==> src/design/ras_macros.svh <==
`ifndef RAS_MACROS_SVH
`define RAS_MACROS_SVH

////////////////////
// Return-stack sizing.

// Entries in the return stack. Keep it a power of two so the
// pointer wraps for free.
`define RAS_DEPTH 8

////////////////////
// Checkpoint sizing.

// Branches in flight, and also the credits granted at reset.
`define RAS_MAX_IDS 4

////////////////////
// Address width.

`define RAS_ADDR_W 32 // RV32 word address width.

`endif
==> src/design/ras_pkg.sv <==
`include "ras_macros.svh"

package ras_pkg;

    ////////////////////
    // Derived widths.

    // Stack pointer width. A depth of one still needs a single bit.
    localparam int RAS_INDEX_W = (`RAS_DEPTH > 1) ? $clog2(`RAS_DEPTH) : 1;

    // Credit counter must hold 0 up to RAS_MAX_IDS inclusive.
    localparam int CREDIT_W = $clog2(`RAS_MAX_IDS + 1);

    ////////////////////
    // Types.

    typedef logic [`RAS_ADDR_W-1:0] addr_t; // One instruction address.

    typedef logic [RAS_INDEX_W-1:0] ras_index_t; // Return-stack pointer.

    typedef logic [CREDIT_W-1:0] credit_t; // Credits freed or held.

    // Control-transfer class of a fetched instruction.
    // XFER_CORO is a jalr that swaps link registers. It pops, then pushes.
    typedef enum logic [2:0] {
        XFER_NONE   = 3'd0, // Not a stack or branch event.
        XFER_BRANCH = 3'd1, // Conditional branch.
        XFER_CALL   = 3'd2, // jal or jalr that links.
        XFER_RETURN = 3'd3, // jalr through a link register.
        XFER_CORO   = 3'd4  // Coroutine swap.
    } xfer_kind_t;

endpackage

==> src/design/ras_predictor.sv <==
`timescale 1ns/1ps

module ras_predictor (
    input  logic                clk,
    input  logic                arst_n,
    input  logic                fetch_valid,
    input  ras_pkg::addr_t      fetch_pc,
    input  logic [31:0]         fetch_instr,
    input  logic                fetch_flush,
    input  logic                branch_retired,
    output ras_pkg::xfer_kind_t xfer_kind,
    output ras_pkg::addr_t      predicted_target,
    output ras_pkg::credit_t    credit_return
);

    import ras_pkg::*;

    ////////////////////
    // Internal nets.

    logic       push;          // Call or coroutine.
    logic       pop;           // Return or coroutine.
    logic       checkpoint;    // Mispredictable transfer fetched.
    addr_t      link_addr;     // PC plus four.
    ras_index_t read_index;    // Current stack pointer.
    logic       restore_valid; // A branch is in flight.
    ras_index_t restore_index; // Pointer saved by the oldest branch.

    ////////////////////
    // Decode.

    // Fetch in a flush cycle is wrong-path, so it is masked here.
    branch_classifier u_classifier (
        .fetch_valid (fetch_valid & ~fetch_flush),
        .fetch_pc    (fetch_pc),
        .fetch_instr (fetch_instr),
        .kind        (xfer_kind),
        .push        (push),
        .pop         (pop),
        .checkpoint  (checkpoint),
        .link_addr   (link_addr)
    );

    ////////////////////
    // Stack and checkpoints.

    return_stack u_stack (
        .clk           (clk),
        .arst_n        (arst_n),
        .flush         (fetch_flush),
        .push          (push),
        .pop           (pop),
        .new_addr      (link_addr),
        .restore_valid (restore_valid),
        .restore_index (restore_index),
        .top_addr      (predicted_target), // Same-cycle prediction.
        .read_index    (read_index)
    );

    // Each checkpoint saves the pointer from before its own push or pop.
    checkpoint_fifo #(
        .payload_t (ras_index_t)
    ) u_ckpt_fifo (
        .clk           (clk),
        .arst_n        (arst_n),
        .flush         (fetch_flush),
        .push          (checkpoint),
        .data_in       (read_index),
        .pop           (branch_retired),
        .valid         (restore_valid),
        .data_out      (restore_index),
        .credit_return (credit_return)
    );

endmodule

==> src/design/return_stack.sv <==
`timescale 1ns/1ps
`include "ras_macros.svh"

module return_stack (
    input  logic                clk,
    input  logic                arst_n,
    input  logic                flush,
    input  logic                push,
    input  logic                pop,
    input  ras_pkg::addr_t      new_addr,
    input  logic                restore_valid,
    input  ras_pkg::ras_index_t restore_index,
    output ras_pkg::addr_t      top_addr,
    output ras_pkg::ras_index_t read_index
);

    import ras_pkg::*;

    ////////////////////
    // Storage.

    // Small enough to map onto distributed LUT RAM.
    addr_t stack_ram [`RAS_DEPTH];

    ras_index_t base_index; // Pointer the update starts from.
    ras_index_t next_index; // Pointer after this cycle's push and pop.

    // Asynchronous read at the current top.
    // The value seen here is from before any push in this cycle.
    assign top_addr = stack_ram[read_index];

    ////////////////////
    // Pointer arithmetic.

    // A flush rewinds to the pointer saved by the oldest open branch.
    // With no branch in flight the current pointer is already correct.
    assign base_index = (flush && restore_valid) ? restore_index : read_index;

    // Index width is log2 of the depth, so overflow wraps modulo depth
    // and the oldest entries get overwritten.
    // A coroutine pops and pushes, so the pointer stays and the top is replaced.
    assign next_index = base_index
                      + ras_index_t'(push)
                      - ras_index_t'(pop);

    ////////////////////
    // RAM write.

    always_ff @(posedge clk) begin
        if (push) begin
            stack_ram[next_index] <= new_addr; // Link address lands on new top.
        end
    end

    ////////////////////
    // Pointer register.

    always_ff @(posedge clk or negedge arst_n) begin
        if (!arst_n) begin
            read_index <= '0; // Empty stack points at slot zero.
        end else begin
            read_index <= next_index; // Visible from the next cycle.
        end
    end

endmodule

==> src/design/checkpoint_fifo.sv <==
`timescale 1ns/1ps
`include "ras_macros.svh"

module checkpoint_fifo #(
    parameter type payload_t = ras_pkg::ras_index_t
) (
    input  logic             clk,
    input  logic             arst_n,
    input  logic             flush,
    input  logic             push,
    input  payload_t         data_in,
    input  logic             pop,
    output logic             valid,
    output payload_t         data_out,
    output ras_pkg::credit_t credit_return
);

    import ras_pkg::*;

    ////////////////////
    // Geometry.

    localparam int DEPTH = `RAS_MAX_IDS;
    localparam int PTR_W = (DEPTH > 1) ? $clog2(DEPTH) : 1;

    typedef logic [PTR_W-1:0] ptr_t;

    // Circular increment that also works for depths other than powers of two.
    function automatic ptr_t next_ptr(input ptr_t p);
        return (p == ptr_t'(DEPTH - 1)) ? '0 : p + ptr_t'(1);
    endfunction

    payload_t mem [DEPTH]; // Checkpoint storage.

    ptr_t    wr_ptr;    // Next free slot.
    ptr_t    rd_ptr;    // Oldest entry.
    credit_t count;     // Occupancy, 0 to DEPTH.
    logic    full;
    logic    push_ok;
    logic    pop_ok;

    assign full  = (count == credit_t'(DEPTH));
    assign valid = (count != '0);

    assign push_ok = push && !full && !flush; // A push made while full is dropped.
    assign pop_ok  = pop && valid;            // A retire with nothing in flight is ignored.

    assign data_out = mem[rd_ptr]; // Oldest checkpoint is read combinationally.

    ////////////////////
    // Storage write.

    always_ff @(posedge clk) begin
        if (push_ok) begin
            mem[wr_ptr] <= data_in;
        end
    end

    ////////////////////
    // Pointers, occupancy and credits.

    always_ff @(posedge clk or negedge arst_n) begin
        if (!arst_n) begin
            wr_ptr        <= '0;
            rd_ptr        <= '0;
            count         <= '0;
            credit_return <= '0;
        end else if (flush) begin
            wr_ptr        <= '0; // Discard every checkpoint.
            rd_ptr        <= '0;
            count         <= '0;
            credit_return <= count; // Includes a retire in the same cycle.
        end else begin
            if (push_ok) begin
                wr_ptr <= next_ptr(wr_ptr);
            end
            if (pop_ok) begin
                rd_ptr <= next_ptr(rd_ptr);
            end
            // Simultaneous push and pop leave the count unchanged.
            count         <= count + credit_t'(push_ok) - credit_t'(pop_ok);
            credit_return <= credit_t'(pop_ok); // One credit per retire.
        end
    end

endmodule

==> src/design/branch_classifier.sv <==
`timescale 1ns/1ps

module branch_classifier (
    input  logic                   fetch_valid,
    input  ras_pkg::addr_t         fetch_pc,
    input  logic [31:0]            fetch_instr,
    output ras_pkg::xfer_kind_t    kind,
    output logic                   push,
    output logic                   pop,
    output logic                   checkpoint,
    output ras_pkg::addr_t         link_addr
);

    import ras_pkg::*;

    ////////////////////
    // RV32I opcodes of interest.

    localparam logic [6:0] OPC_JAL    = 7'b1101111;
    localparam logic [6:0] OPC_JALR   = 7'b1100111;
    localparam logic [6:0] OPC_BRANCH = 7'b1100011;

    // x1 (ra) or x5 (t0) act as link registers.
    function automatic logic is_link(input logic [4:0] r);
        return (r == 5'd1) || (r == 5'd5);
    endfunction

    ////////////////////
    // Field extraction.

    logic [6:0] opcode;
    logic [4:0] rd;
    logic [4:0] rs1;
    logic [2:0] funct3;

    assign opcode = fetch_instr[6:0];
    assign rd     = fetch_instr[11:7];
    assign funct3 = fetch_instr[14:12];
    assign rs1    = fetch_instr[19:15];

    logic rd_link;  // rd is x1 or x5.
    logic rs1_link; // rs1 is x1 or x5.
    logic is_jal;
    logic is_jalr;
    logic is_branch;

    assign rd_link  = is_link(rd);
    assign rs1_link = is_link(rs1);

    assign is_jal    = (opcode == OPC_JAL);
    assign is_jalr   = (opcode == OPC_JALR) && (funct3 == 3'b000); // Only funct3 0 is legal.
    // funct3 010 and 011 are unused in the branch space.
    assign is_branch = (opcode == OPC_BRANCH) && (funct3[2:1] != 2'b01);

    ////////////////////
    // Classification.

    always_comb begin
        kind       = XFER_NONE; // Plain instruction by default.
        push       = 1'b0;
        pop        = 1'b0;
        checkpoint = 1'b0;
        link_addr  = '0;

        if (fetch_valid) begin
            link_addr = fetch_pc + addr_t'(4); // No compressed encodings.

            if (is_jal) begin
                // A jal without a link register is a plain jump.
                if (rd_link) begin
                    kind = XFER_CALL;
                    push = 1'b1;
                end
            end else if (is_jalr) begin
                checkpoint = 1'b1; // Indirect target can be wrong.
                if (rd_link && rs1_link && (rd != rs1)) begin
                    kind = XFER_CORO; // Swap pops the old top and pushes the new.
                    pop  = 1'b1;
                    push = 1'b1;
                end else if (rd_link) begin
                    kind = XFER_CALL; // Includes rd == rs1 link case.
                    push = 1'b1;
                end else if (rs1_link) begin
                    kind = XFER_RETURN;
                    pop  = 1'b1;
                end
                // An indirect jump through other registers leaves the stack alone.
            end else if (is_branch) begin
                kind       = XFER_BRANCH;
                checkpoint = 1'b1;
            end
        end
    end

endmodule

==> config.mk <==
export PLATFORM = sky130hd
export DESIGN_NAME = ras_predictor
export DESIGN_NICKNAME = d
export VERILOG_FILES = /design/src/design/ras_pkg.sv /design/src/design/ras_predictor.sv /design/src/design/return_stack.sv /design/src/design/checkpoint_fifo.sv /design/src/design/branch_classifier.sv
export VERILOG_INCLUDE_DIRS = /design/src /design/src/design
export SDC_FILE = /design/constraint.sdc
export NUM_CORES = 1
export LEC_CHECK = 0
export CORE_MARGIN = 8
export CORE_UTILIZATION = 43
export DETAILED_ROUTE_END_ITERATION = 8
export DONT_BUFFER_PORTS = 1
export PLACE_DENSITY_LB_ADDON = 0.08
export SLEW_MARGIN = 0
export SYNTH_ARGS = -nofsm -noshare
export SYNTH_HDL_FRONTEND = slang
export SYNTH_SLANG_ARGS = --single-unit
==> constraint.sdc <==
create_clock -name clk -period 5.4 [get_ports clk]
set_input_delay 0.81 -clock clk [delete_from_list [all_inputs] [get_ports clk]]
set_output_delay 0.81 -clock clk [all_outputs]
set_load 0.01 [all_outputs]
==> metrics <==
first-pass GRT wire length=just under 40 mm; GRT overflow=0; largest net degree at the start of global routing=54; ANT nets after route=0; final setup violating endpoints=0; Mapped Area=roughly 0.012 mm²; Post-synth EDFFs=268; worst relative slew slack=29.4%; chip width=183 µm; IO Count=107; clock sink count=roughly 280; Max Slew Vio Count=0; Crit Path Category=flop to primary output; placed cell count=between 1k and 1.5k; CP required=around 4.6 ns; Reg clk slew, reported paths=0.06 ns; initial antenna violation count=0; Max-Cap Viols=0; flops & latches, synth=~280; post-route cell area=0.0135 mm²; Num CTS Buffers=31; period utilization=74.0%; Pleak=0.00434 µW; die area=0.0333 mm²; Total GRT Usage=about 16%; DR iter-0 viols=roughly 500; Slew @ Worst Pin=1.05 ns; total number of vias=6042; Worst EP arrival=~3.2 ns; maximum clock rate=between 200 and 300 MHz; layout cells sized above 1=26.5%; met3 Usage GRT=3.28%; RSZ-0062 raised after global routing=false; worst vdd ir=288 µV; final WL=25.9 mm; Cell Chain, Critical Path=buf_4 -> buf_4 -> mux4_2 -> mux2_2; TritonCTS clock tree=yes; Clock Skews=0.0184 ns; Fin Hold WS=0.308 ns; CP max stage cell=buf_4; most used flip-flop cell after synthesis=edfxtp_1; post-synthesis cell type count=51; DRC violations left=0; H-tree levels=1; Cell Count, Final, Fillers Out=1066; met2 Track Usage GR=26.8%; vias in the first global route=6399; CP Max Fanout=41; Final Hold Viols=0; Synth Warn #=0; Root Driver=clkbuf_16; Design Power=about 6000 µW; DP Area=approximately 0.013 mm²; outcome=finished clean; CP Launch Type=flop; Vias/cell=5.67; Initial Util=43.3%; clk buf depth=3; count of input and output buffers=0; final core utilization=49.2%; power density over cell area=451 mW/mm²; ANT cells=0; Synthesized Nets=723; Post CTS Setup Buffer Count=0; Area Growth Syn to Fin=13.5%; layer with the highest usage=met2; post-DP HPWL=between 15 and 20 mm; Post-Syn Area per Cell=18.6 µm²; FP Rows=61; fin crit period=around 4 ns; latest clock arrival within the worst-skew pair=0.57 ns; register area share after synthesis=between 70% and 80%; Synth Instances=642; Initial DRT Pass Iterations=4; die height=between 150 and 200 µm; nets=744; GP Congestion=roughly 0.75; CP peak stage delay=0.63 ns; CP endpoint kind=primary output; drt wl/cell=approximately 24 µm; Worst path most repeated cell=buf_4; core area=0.0276 mm²; HP Class=primary input to flop; grt met1 use=19.5%; ys async rst share=around 4.6%
power by group:
part	internal [µW]	leakage, µW	switching [µW]
clock network	1240	0.000506	847
logic	695	0.00120	823
registers	2430	0.00263	64.4
total	4370	0.00434	1730
registers in the layout (all words and copies together), names as in the netlist:
name,cells
u_ckpt_fifo.rd_ptr,2
u_ckpt_fifo.count,3
u_ckpt_fifo.wr_ptr,2
u_stack.read_index,3
u_ckpt_fifo.mem,12
u_ckpt_fifo.credit_return,3
u_stack.stack_ram,256
layout by cell type (no fill, tap or decap), types with 3 or more instances in the layout:
master,instances
edfxtp_1,268
mux4_2,65
mux2_2,32
clkbuf_16,31
a21oi_1,21
nor2_1,20
o31ai_1,19
buf_4,17
nand2_1,16
inv_1,15
or4_1,15
xor2_1,13
nand3_1,12
and2_1,12
nand4_1,12
ha_1,10
dfrtp_1,10
clkinv_2,9
xnor2_1,7
clkinv_1,7
nor3_1,6
and4_1,4
and3_1,4
a21oi_4,4
bufinv_16,4
o21ai_0,3
nor2b_1,3
nor3_2,3
cell families (layout without fill, tap and decap cells):
group | after synthesis | count (layout) | synth area share [%]
compound gates | 58 | 58 | 3.14
mux | 101 | 101 | 15.9
xor+xnor | 20 | 20 | 1.47
flops | 281 | 281 | 70.2
simple gates | 123 | 123 | 6.21
fa+ha+maj | 12 | 12 | 1.38
buf+inv | 47 | 93 | 1.74
path summary, 6_finish.rpt:
check                                             startpoint  cells after the start                                      to  slack, ns
setup / recovery             u_stack.read_index[0]$_DFF_PN0_                      4                     predicted_target[6]       1.41
hold / removal                                   fetch_flush                      1       u_ckpt_fifo.wr_ptr[1]$_DFFE_PN0P_       0.31
setup reg to reg           u_ckpt_fifo.rd_ptr[0]$_DFFE_PN0P_                     10      u_stack.stack_ram[2][31]$_DFFE_PP_       1.56
hold reg to reg            u_ckpt_fifo.wr_ptr[1]$_DFFE_PN0P_                      2       u_ckpt_fifo.wr_ptr[1]$_DFFE_PN0P_       0.59
max in group asynchronous                             arst_n                      1         u_stack.read_index[0]$_DFF_PN0_       4.21
min in group asynchronous                             arst_n                      1  u_ckpt_fifo.credit_return[1]$_DFF_PN0_       0.71
timing repair:
action | 4_1_cts | 5_1_grt
hold endpoints to repair | 13 | 0
hold buffers | 1 | 0
gates resized for setup | 0 | 0
setup endpoints to repair | 0 | 0
cell usage after synthesis, drive strengths merged (2+ instances only):
| master | n | area [µm²] |
|---|---|---|
| and3 | 4 | 25.0 |
| edfxtp | 268 | 8050 |
| nand3 | 12 | 60.1 |
| nand4 | 15 | 130 |
| xnor2 | 7 | 61.3 |
| a21oi | 25 | 125 |
| ha | 10 | 125 |
| nor4b | 2 | 17.5 |
| buf | 20 | 105 |
| fa | 2 | 40.0 |
| or4 | 15 | 113 |
| xor2 | 13 | 114 |
| dfrtp | 13 | 325 |
| o21ai | 3 | 15.0 |
| or3 | 2 | 12.5 |
| mux2 | 32 | 360 |
| o21a | 2 | 15.0 |
| inv | 15 | 56.3 |
| nor2 | 20 | 75.1 |
| nand2b | 2 | 12.5 |
| nor3 | 11 | 60.1 |
| and2 | 12 | 75.1 |
| nor2b | 3 | 18.8 |
| and4 | 5 | 45.0 |
| mux2i | 2 | 20.0 |
| mux4 | 67 | 1520 |
| clkbuf | 12 | 46.3 |
| nand2 | 16 | 60.1 |
| o31ai | 19 | 143 |
area by class of cell:
cell class                      count  area [µm²]
Sequential cell                   281        8380
Tap cell                          378         473
Fill cell                        2274       14000
Clock inverter                     25         244
Multi-Input combinational cell    314        3430
Timing Repair Buffer               20         178
Clock buffer                       33         783
Inverter                           15        56.3
worst max-delay path, delay by kind of cell (launching register included):
family	cells	cell delay, ns
mux	2	0.91
buf+inv	2	1.25
flops	1	0.40
per-stage QoR:
stage	setup TNS (ns)	worst slack, ns
3_3_place_gp	0	1.06
6_report	0	1.41
5_1_grt	0	1.15
2_1_floorplan	-2.82	-0.0440
4_1_cts	0	1.27
3_5_place_dp	0	0.986
metal layers:
metal	routed length (µm)	up-vias
met5	0	-
met4	597	0
li1	-	2673
met2	13000	123
met1	11000	3199
met3	1270	47
No activity file was read; power rests on OpenSTA's default activity.
